==> src/common/psum_pkg.sv <==
package psum_pkg;

	// one partial sum, signed
	typedef logic signed [15:0] psum_t;

	// four partial sums, word 0 in the low bits
	typedef logic [63:0] psum_row_t;

	// low address bits pick the bank
	localparam int BANKS = 4;

	typedef enum logic [1:0] {
		acc_st_idle,
		acc_st_read,
		acc_st_write,
		acc_st_ack
	} acc_state_t;

	typedef enum logic [2:0] {
		drn_st_idle,
		drn_st_read,
		drn_st_capture,
		drn_st_clear,
		drn_st_ack
	} drn_state_t;

endpackage

==> src/logic/psum_accumulator.sv <==
`timescale 1ns/1ps

module psum_accumulator #(
	parameter int MEM_DEPTH = 64,
	localparam int ADDR_WIDTH = $clog2(MEM_DEPTH)
) (
	input  logic                    clk,
	input  logic                    arst_n,

	// accumulate channel
	input  logic                    acc_req,
	input  logic [ADDR_WIDTH - 1:0] acc_addr,
	input  psum_pkg::psum_t         acc_data,
	input  logic                    acc_first,
	output logic                    acc_ack,

	// buffer port B
	output logic                    we_b,
	output logic                    re_b,
	output logic [ADDR_WIDTH - 1:0] addr_b,
	output psum_pkg::psum_t         wdata_b,
	input  psum_pkg::psum_t         rdata_b
);

	localparam int PSUM_W = $bits(psum_pkg::psum_t);
	localparam psum_pkg::psum_t PSUM_MAX = {1'b0, {(PSUM_W - 1){1'b1}}};
	localparam psum_pkg::psum_t PSUM_MIN = {1'b1, {(PSUM_W - 1){1'b0}}};

	psum_pkg::acc_state_t state;

	logic signed [PSUM_W:0] sum_wide;
	psum_pkg::psum_t        sum_sat;

	// one extra bit catches the overflow
	assign sum_wide = rdata_b + acc_data;

	always_comb begin
		if (sum_wide[PSUM_W] != sum_wide[PSUM_W - 1])
			sum_sat = sum_wide[PSUM_W] ? PSUM_MIN : PSUM_MAX;
		else
			sum_sat = sum_wide[PSUM_W - 1:0];
	end

	// requester holds address and data while req is high
	assign addr_b = acc_addr;
	assign re_b = (state == psum_pkg::acc_st_read);
	assign we_b = (state == psum_pkg::acc_st_write);
	assign wdata_b = acc_first ? acc_data : sum_sat;

	always_ff @(posedge clk or negedge arst_n) begin
		if (!arst_n) begin
			state <= psum_pkg::acc_st_idle;
			acc_ack <= 1'b0;
		end else begin
			case (state)
				psum_pkg::acc_st_idle: begin
					if (acc_req)
						state <= psum_pkg::acc_st_read;
				end
				psum_pkg::acc_st_read: begin
					state <= psum_pkg::acc_st_write;
				end
				psum_pkg::acc_st_write: begin
					state <= psum_pkg::acc_st_ack;
				end
				psum_pkg::acc_st_ack: begin
					// held until req drops
					if (acc_ack && !acc_req) begin
						acc_ack <= 1'b0;
						state <= psum_pkg::acc_st_idle;
					end else begin
						acc_ack <= 1'b1;
					end
				end
				default: begin
					state <= psum_pkg::acc_st_idle;
					acc_ack <= 1'b0;
				end
			endcase
		end
	end

endmodule

==> src/logic/psum_buffer_top.sv <==
`timescale 1ns/1ps

module psum_buffer_top #(
	parameter int MEM_DEPTH = 64,
	localparam int ADDR_WIDTH = $clog2(MEM_DEPTH),
	localparam int ROW_WIDTH = $clog2(MEM_DEPTH / psum_pkg::BANKS)
) (
	input  logic                    clk,
	input  logic                    arst_n,

	// accumulate channel
	input  logic                    acc_req,
	input  logic [ADDR_WIDTH - 1:0] acc_addr,
	input  psum_pkg::psum_t         acc_data,
	input  logic                    acc_first,
	output logic                    acc_ack,

	// drain channel
	input  logic                    drn_req,
	input  logic [ROW_WIDTH - 1:0]  drn_row,
	output logic                    drn_ack,
	output psum_pkg::psum_row_t     drn_data
);

	// port A, drain side
	logic                    we_a;
	logic                    re_a;
	logic [ADDR_WIDTH - 1:0] addr_a;
	psum_pkg::psum_t         wdata_a;
	psum_pkg::psum_row_t     rdata_a;

	// port B, accumulator side
	logic                    we_b;
	logic                    re_b;
	logic [ADDR_WIDTH - 1:0] addr_b;
	psum_pkg::psum_t         wdata_b;
	psum_pkg::psum_t         rdata_b;

	psum_accumulator #(
		.MEM_DEPTH(MEM_DEPTH)
	) psum_accumulator_i (
		.clk      (clk),
		.arst_n   (arst_n),
		.acc_req  (acc_req),
		.acc_addr (acc_addr),
		.acc_data (acc_data),
		.acc_first(acc_first),
		.acc_ack  (acc_ack),
		.we_b     (we_b),
		.re_b     (re_b),
		.addr_b   (addr_b),
		.wdata_b  (wdata_b),
		.rdata_b  (rdata_b)
	);

	psum_drain #(
		.MEM_DEPTH(MEM_DEPTH)
	) psum_drain_i (
		.clk     (clk),
		.arst_n  (arst_n),
		.drn_req (drn_req),
		.drn_row (drn_row),
		.drn_ack (drn_ack),
		.drn_data(drn_data),
		.we_a    (we_a),
		.re_a    (re_a),
		.addr_a  (addr_a),
		.wdata_a (wdata_a),
		.rdata_a (rdata_a)
	);

	psum_glb #(
		.MEM_DEPTH(MEM_DEPTH)
	) psum_glb_i (
		.clk    (clk),
		.arst_n (arst_n),
		.we_a   (we_a),
		.re_a   (re_a),
		.addr_a (addr_a),
		.wdata_a(wdata_a),
		.rdata_a(rdata_a),
		.we_b   (we_b),
		.re_b   (re_b),
		.addr_b (addr_b),
		.wdata_b(wdata_b),
		.rdata_b(rdata_b)
	);

endmodule

==> src/logic/psum_drain.sv <==
`timescale 1ns/1ps

module psum_drain #(
	parameter int MEM_DEPTH = 64,
	localparam int ADDR_WIDTH = $clog2(MEM_DEPTH),
	localparam int ROW_WIDTH = $clog2(MEM_DEPTH / psum_pkg::BANKS)
) (
	input  logic                    clk,
	input  logic                    arst_n,

	// drain channel
	input  logic                    drn_req,
	input  logic [ROW_WIDTH - 1:0]  drn_row,
	output logic                    drn_ack,
	output psum_pkg::psum_row_t     drn_data,

	// buffer port A
	output logic                    we_a,
	output logic                    re_a,
	output logic [ADDR_WIDTH - 1:0] addr_a,
	output psum_pkg::psum_t         wdata_a,
	input  psum_pkg::psum_row_t     rdata_a
);

	localparam int BANK_BITS = $clog2(psum_pkg::BANKS);
	localparam logic [BANK_BITS - 1:0] LAST_BANK = BANK_BITS'(psum_pkg::BANKS - 1);

	psum_pkg::drn_state_t state;

	logic [BANK_BITS - 1:0] clr_cnt;
	psum_pkg::psum_row_t    row_q;

	// counter sits at zero outside the clear phase, so the read hits bank 0
	assign addr_a = {drn_row, clr_cnt};
	assign re_a = (state == psum_pkg::drn_st_read);
	assign we_a = (state == psum_pkg::drn_st_clear);
	assign wdata_a = '0;

	assign drn_data = row_q;

	always_ff @(posedge clk) begin
		if (state == psum_pkg::drn_st_capture)
			row_q <= rdata_a;
	end

	always_ff @(posedge clk or negedge arst_n) begin
		if (!arst_n) begin
			state <= psum_pkg::drn_st_idle;
			clr_cnt <= '0;
			drn_ack <= 1'b0;
		end else begin
			case (state)
				psum_pkg::drn_st_idle: begin
					if (drn_req)
						state <= psum_pkg::drn_st_read;
				end
				psum_pkg::drn_st_read: begin
					state <= psum_pkg::drn_st_capture;
				end
				psum_pkg::drn_st_capture: begin
					state <= psum_pkg::drn_st_clear;
				end
				psum_pkg::drn_st_clear: begin
					// one bank per cycle, wraps back to zero
					clr_cnt <= clr_cnt + 1'b1;
					if (clr_cnt == LAST_BANK)
						state <= psum_pkg::drn_st_ack;
				end
				psum_pkg::drn_st_ack: begin
					if (drn_ack && !drn_req) begin
						drn_ack <= 1'b0;
						state <= psum_pkg::drn_st_idle;
					end else begin
						drn_ack <= 1'b1;
					end
				end
				default: begin
					state <= psum_pkg::drn_st_idle;
					clr_cnt <= '0;
					drn_ack <= 1'b0;
				end
			endcase
		end
	end

endmodule

==> src/psum_glb/dual_bram.sv <==
`timescale 1ns/1ps

module dual_bram #(
	parameter int MEM_DEPTH = 16,
	localparam int ADDR_WIDTH = $clog2(MEM_DEPTH)
) (
	input  logic                    clk,
	input  logic                    arst_n,

	// port A
	input  logic                    we_a,
	input  logic                    re_a,
	input  logic [ADDR_WIDTH - 1:0] addr_a,
	input  psum_pkg::psum_t         wdata_a,
	output psum_pkg::psum_t         rdata_a,

	// port B
	input  logic                    we_b,
	input  logic                    re_b,
	input  logic [ADDR_WIDTH - 1:0] addr_b,
	input  psum_pkg::psum_t         wdata_b,
	output psum_pkg::psum_t         rdata_b
);

	psum_pkg::psum_t mem [MEM_DEPTH];

	always_ff @(posedge clk) begin
		if (we_a)
			mem[addr_a] <= wdata_a;
		if (we_b)
			mem[addr_b] <= wdata_b;
	end

	// registered reads, old data on a same-cycle write
	always_ff @(posedge clk or negedge arst_n) begin
		if (!arst_n) begin
			rdata_a <= '0;
			rdata_b <= '0;
		end else begin
			if (re_a)
				rdata_a <= mem[addr_a];
			if (re_b)
				rdata_b <= mem[addr_b];
		end
	end

endmodule

==> src/psum_glb/psum_glb.sv <==
`timescale 1ns/1ps

module psum_glb #(
	parameter int MEM_DEPTH = 64,
	localparam int ADDR_WIDTH = $clog2(MEM_DEPTH)
) (
	input  logic                    clk,
	input  logic                    arst_n,

	// port A, word write and full row read
	input  logic                    we_a,
	input  logic                    re_a,
	input  logic [ADDR_WIDTH - 1:0] addr_a,
	input  psum_pkg::psum_t         wdata_a,
	output psum_pkg::psum_row_t     rdata_a,

	// port B, word write and word read
	input  logic                    we_b,
	input  logic                    re_b,
	input  logic [ADDR_WIDTH - 1:0] addr_b,
	input  psum_pkg::psum_t         wdata_b,
	output psum_pkg::psum_t         rdata_b
);

	localparam int BANK_BITS = $clog2(psum_pkg::BANKS);
	localparam int BANK_DEPTH = MEM_DEPTH / psum_pkg::BANKS;
	localparam int PSUM_W = $bits(psum_pkg::psum_t);

	logic [BANK_BITS - 1:0] bank_a;
	logic [BANK_BITS - 1:0] bank_b;
	logic [BANK_BITS - 1:0] bank_b_r;

	psum_pkg::psum_t rdata_a_bank [psum_pkg::BANKS];
	psum_pkg::psum_t rdata_b_bank [psum_pkg::BANKS];

	assign bank_a = addr_a[BANK_BITS - 1:0];
	assign bank_b = addr_b[BANK_BITS - 1:0];

	// port B bank select follows the read by one cycle
	always_ff @(posedge clk or negedge arst_n) begin
		if (!arst_n)
			bank_b_r <= '0;
		else
			bank_b_r <= bank_b;
	end

	assign rdata_b = rdata_b_bank[bank_b_r];

	// bank 0 lands in the low word
	always_comb begin
		rdata_a = '0;
		for (int i = 0; i < psum_pkg::BANKS; i++) begin
			rdata_a[i * PSUM_W +: PSUM_W] = rdata_a_bank[i];
		end
	end

	for (genvar b = 0; b < psum_pkg::BANKS; b++) begin : g_bank
		logic sel_a;
		logic sel_b;

		assign sel_a = (bank_a == BANK_BITS'(b));
		assign sel_b = (bank_b == BANK_BITS'(b));

		dual_bram #(
			.MEM_DEPTH(BANK_DEPTH)
		) dual_bram_i (
			.clk    (clk),
			.arst_n (arst_n),

			// all banks read together on port A
			.we_a   (we_a && sel_a),
			.re_a   (re_a),
			.addr_a (addr_a[ADDR_WIDTH - 1:BANK_BITS]),
			.wdata_a(wdata_a),
			.rdata_a(rdata_a_bank[b]),

			.we_b   (we_b && sel_b),
			.re_b   (re_b && sel_b),
			.addr_b (addr_b[ADDR_WIDTH - 1:BANK_BITS]),
			.wdata_b(wdata_b),
			.rdata_b(rdata_b_bank[b])
		);
	end

endmodule

==> config.mk <==
export PLATFORM = sky130hd
export DESIGN_NAME = psum_buffer_top
export DESIGN_NICKNAME = d
export VERILOG_FILES = /design/src/common/psum_pkg.sv /design/src/logic/psum_accumulator.sv /design/src/logic/psum_buffer_top.sv /design/src/logic/psum_drain.sv /design/src/psum_glb/dual_bram.sv /design/src/psum_glb/psum_glb.sv
export SDC_FILE = /design/constraint.sdc
export NUM_CORES = 2
export LEC_CHECK = 0
export ABC_AREA = 1
export CELL_PAD_IN_SITES_DETAIL_PLACEMENT = 2
export CELL_PAD_IN_SITES_GLOBAL_PLACEMENT = 2
export CORE_ASPECT_RATIO = 0.9
export CORE_MARGIN = 2
export CORE_UTILIZATION = 35
export DETAILED_ROUTE_END_ITERATION = 16
export DONT_BUFFER_PORTS = 1
export HOLD_SLACK_MARGIN = 0.15
export PLACE_DENSITY_LB_ADDON = 0.1
export SLEW_MARGIN = 20
export SYNTH_ARGS = -nofsm -noshare
export SYNTH_HDL_FRONTEND = slang
export SYNTH_SLANG_ARGS = --single-unit
==> constraint.sdc <==
create_clock -name clk -period 5.3 [get_ports clk]
set_input_delay 1.06 -clock clk [delete_from_list [all_inputs] [get_ports clk]]
set_output_delay 1.06 -clock clk [all_outputs]
set_load 0.05 [all_outputs]
==> flow_results.xml <==
<?xml version="1.0" encoding="UTF-8"?>
<metrics>
  <group name="run_status">
    <metric name="status" unit="">completed</metric>
  </group>
  <group name="pwr">
    <metric name="total_leakage_power" unit="nW">25.1</metric>
    <metric name="max-vdd-ir-drop" unit="V">0.000325</metric>
    <metric name="power_per_cell_area" unit="nW/µm²">434</metric>
  </group>
  <group name="timing">
    <metric name="final.setup.tns" unit="ns">0</metric>
    <metric name="timing.max_slew.rel_slack" unit="%">18.1</metric>
    <metric name="finalWorstSetupSlack" unit="ns">0.478</metric>
    <metric name="min_period" unit="ns">4.82</metric>
    <metric name="drv_slew" unit="">0</metric>
    <metric name="worst-slew-pin-transition" unit="ns">1.22</metric>
    <metric name="final.period_utilization" unit="%">91.0</metric>
    <metric name="max_freq" unit="MHz">207</metric>
    <metric name="hold_violations" unit="">0</metric>
    <metric name="fin_hold_ws" unit="ns">0.182</metric>
    <metric name="finalClockSkew" unit="ns">0.0339</metric>
    <metric name="finalSetupViolCount" unit="">0</metric>
    <metric name="grt_setup_unrepaired" unit="">false</metric>
  </group>
  <group name="routing">
    <metric name="drcViolationCount" unit="">0</metric>
    <metric name="post_drt_via_cell_ratio" unit="">6.37</metric>
    <metric name="postRouteWirelength" unit="mm">312</metric>
    <metric name="antenna_violating_nets_post_route" unit="">0</metric>
    <metric name="drt_first_pass_iters" unit="">5</metric>
    <metric name="detail_route.iter0.violations" unit="">6260</metric>
    <metric name="vias" unit="">52400</metric>
    <metric name="avgRoutedWirePerCell" unit="µm">38.0</metric>
  </group>
  <group name="placed_design">
    <metric name="dp.final_hpwl" unit="mm">179</metric>
    <metric name="placed_cell_area" unit="µm²">65800</metric>
    <metric name="pre_cts_ws" unit="ns">0.601</metric>
    <metric name="place_congestion" unit="">0.938</metric>
    <metric name="number_of_buffer_cells_added_on_primary_ports" unit="">0</metric>
  </group>
  <group name="yosys">
    <metric name="netlist_top_cells_area" unit="">edfxtp_1, o221ai_1, a21oi_2</metric>
    <metric name="synth.net_count" unit="">5939</metric>
    <metric name="synth_largest_area_cell" unit="">edfxtp_1</metric>
    <metric name="seq_area_frac_synth" unit="%">57.4</metric>
    <metric name="yosysUniqueCellTypes" unit="">41</metric>
    <metric name="synth_top_area_share" unit="%">51.9</metric>
    <metric name="synth.avg_cell_area" unit="µm²">10.7</metric>
    <metric name="postSynthCellCount" unit="">5883</metric>
    <metric name="count_of_warnings_emitted_by_yosys" unit="">0</metric>
    <metric name="synth.ff_latch_count" unit="">1227</metric>
    <metric name="synthesis.area" unit="µm²">63000</metric>
  </group>
  <group name="die">
    <metric name="die_x_extent" unit="µm">451</metric>
    <metric name="design.die.area" unit="µm²">183000</metric>
    <metric name="initial_core_util" unit="%">35.3</metric>
    <metric name="design.core.area" unit="µm²">179000</metric>
    <metric name="die_height" unit="µm">406</metric>
    <metric name="placementRows" unit="">147</metric>
    <metric name="top_level_ports" unit="">97</metric>
  </group>
  <group name="flow_run">
    <metric name="cap_violations" unit="">0</metric>
  </group>
  <group name="clock_network">
    <metric name="max-clock-path-buffers" unit="">3</metric>
    <metric name="cts_root_buffer" unit="">clkbuf_16</metric>
    <metric name="number_of_gates_resized_after_cts" unit="">0</metric>
    <metric name="clkTransAtPathRegs" unit="ns">0.06</metric>
    <metric name="cts.sinks" unit="">1227</metric>
    <metric name="clock_tree.htree_level_count" unit="">4</metric>
    <metric name="clk-insertion-delay-late" unit="ns">0.81</metric>
    <metric name="cts-buffers-inserted" unit="">148</metric>
    <metric name="tritoncts_clock_tree" unit="">yes</metric>
  </group>
  <group name="global_route">
    <metric name="grt_first_pass_wirelength" unit="mm">432</metric>
    <metric name="via_count_of_the_first_global_routing_pass" unit="">54200</metric>
    <metric name="grt_start_max_net_pins" unit="">140</metric>
    <metric name="grt.total_usage" unit="%">33.5</metric>
    <metric name="grt_remaining_overflow" unit="">0</metric>
    <metric name="antenna_violations_before_repair" unit="">9</metric>
  </group>
  <group name="layout">
    <metric name="ff_latch_area" unit="µm²">36100</metric>
    <metric name="proportion_of_layout_cells_with_a_drive_suffix_above_1" unit="%">17.4</metric>
    <metric name="final_cell_area" unit="µm²">70800</metric>
    <metric name="multi_input_area" unit="µm²">22300</metric>
    <metric name="nets_finish" unit="">5761</metric>
    <metric name="final.fill_count" unit="">18500</metric>
    <metric name="finalCoreUtilization" unit="%">39.7</metric>
    <metric name="syn2layout_area_growth" unit="%">12.5</metric>
  </group>
  <group name="worst_setup_path">
    <metric name="path_max_fanout" unit="">64</metric>
    <metric name="kind_of_cell_with_the_highest_combined_delay_on_the_critical_path" unit="">simple AND/OR/NAND/NOR gates</metric>
    <metric name="worstSetupPathType" unit="">flop to flop</metric>
    <metric name="timing.critical_path.from_type" unit="">flop</metric>
    <metric name="cell_with_the_largest_stage_delay_on_the_worst_path" unit="">inv_1</metric>
    <metric name="cp_slowest_stage_delay" unit="ns">0.52</metric>
    <metric name="crit_path_cells" unit="">inv_1 -&gt; o21ai_0 -&gt; o22ai_1 -&gt; ha_1 -&gt; inv_1 -&gt; fa_1 -&gt; o21ai_1 -&gt; nand3_1 -&gt; nand2_2 -&gt; nand2_2 -&gt; nand2_1 -&gt; nand2_1 -&gt; nand2_1 -&gt; nand2_2 -&gt; nand2_2 -&gt; inv_1 -&gt; nand2_1 -&gt; nand2_4 -&gt; nor2_1</metric>
    <metric name="timing.critical_path.to_type" unit="">flop</metric>
    <metric name="cp_num_buf_inv" unit="">3</metric>
    <metric name="cp.arrival" unit="ns">5.43</metric>
    <metric name="worstPathRequired" unit="ns">5.90</metric>
  </group>
  <group name="hold_path">
    <metric name="worstHoldPathType" unit="">input port to async pin</metric>
  </group>
</metrics>
==> power breakdown <==
part / switching (mW) / total, mW / internal (mW)
combinational: 5.55 / 7.00 / 1.44
sequential: 1.67 / 13.1 / 11.5
clock: 4.42 / 10.6 / 6.19
total: 11.6 / 30.7 / 19.1
==> cell usage in the layout (no fill, tap or decap), types with 72 or more instances in the layout <==
master	n
a21oi_1	335
buf_4	176
dfrtp_1	139
a22oi_1	497
o221ai_1	497
a21oi_2	444
edfxtp_1	1088
nand2_1	901
nand4_1	72
clkbuf_16	154
inv_1	588
nor2_1	397
==> metal layers <==
metal	vias up	GRT usage (%)	routed length, µm
li1	21300	-	-
met1	28000	45.4	133000
met2	2476	53.7	144000
met3	588	6.13	24500
met4	10	11.6	11000
met5	-	0	62
==> registers in the layout, summed over array words and instances, names as in the netlist <==
signal / flops
psum_drain_i.drn_data: 64
psum_accumulator_i.state: 2
psum_glb_i.g_bank.dual_bram_i.mem: 1024
psum_drain_i.state: 3
psum_drain_i.drn_ack: 1
psum_drain_i.clr_cnt: 2
psum_glb_i.g_bank.dual_bram_i.rdata_b: 64
psum_glb_i.g_bank.dual_bram_i.rdata_a: 64
psum_glb_i.bank_b_r: 2
psum_accumulator_i.acc_ack: 1
==> Yosys cell counts (all sizes together) <==
cell	number
a21oi	779
a221oi	15
a22oi	497
a32oi	1
a41o	1
and2	1
buf	214
clkbuf	331
clkinv	4
dfrtp	139
edfxtp	1088
fa	1
ha	24
inv	595
nand2	933
nand3	74
nand4	72
nor2	406
nor3	14
o211ai	1
o21ai	123
o21bai	2
o221ai	497
o22a	32
o22ai	24
or2	6
xnor2	2
xor2	7
==> cell type report <==
cell class	count	share of cell area, %
multi-input cells	3512	31.5
flip-flops and latches	1227	51.0
clock buffers	222	6.06
clock inverters	53	0.885
repair buffers	217	3.08
inverters	599	3.18
diodes	4	0.0141
well taps	2384	4.21
==> kinds of logic (layout without fill, tap and decap cells) <==
kind of cell | after synthesis | count (layout) | synth area share, %
other | 0 | 4 | 0
and+or+nand+nor | 1506 | 1506 | 9.80
buffers and inverters | 1144 | 1091 | 8.37
xor gates and xnor gates | 9 | 9 | 0.125
AOI/OAI and AO/OA | 1972 | 1972 | 23.8
DFF | 1227 | 1227 | 57.4
adders and majority gates | 25 | 25 | 0.509
==> path summary, 6_finish.rpt <==
path	from	end	slack [ns]	cells after the start
setup / recovery	psum_glb_i.bank_b_r[1]$_DFF_PN0_	psum_glb_i.g_bank[1].dual_bram_i.mem[7][3]$_SDFFCE_PN0P_	0.48	19
hold / removal	arst_n	psum_glb_i.g_bank[1].dual_bram_i.rdata_a[1]$_DFFE_PN0P_	0.18	1
setup reg to reg	psum_glb_i.bank_b_r[1]$_DFF_PN0_	psum_glb_i.g_bank[1].dual_bram_i.mem[7][3]$_SDFFCE_PN0P_	0.48	19
hold reg to reg	psum_glb_i.g_bank[1].dual_bram_i.rdata_a[7]$_DFFE_PN0P_	psum_drain_i.drn_data[23]$_DFFE_PP_	0.45	0
max in group asynchronous	arst_n	psum_glb_i.g_bank[2].dual_bram_i.rdata_a[0]$_DFFE_PN0P_	4.09	2
min in group clk	acc_addr[0]	psum_glb_i.bank_b_r[0]$_DFF_PN0_	0.27	0
==> what timing repair did <==
item | 4_1_cts | 5_1_grt
endpoints found under the hold margin | 139 | 0
hold buffers | 1 | 0
setup buffers | 0 | 0
==> per-stage QoR <==
step	total power, mW	instances
after floorplan	17.2	5883
after global placement	20.0	7934
after detailed placement	20.2	7936
after CTS	30.7	8212
after global routing	31.6	8214
final	30.7	8218
(Power assumes the default switching activity.)
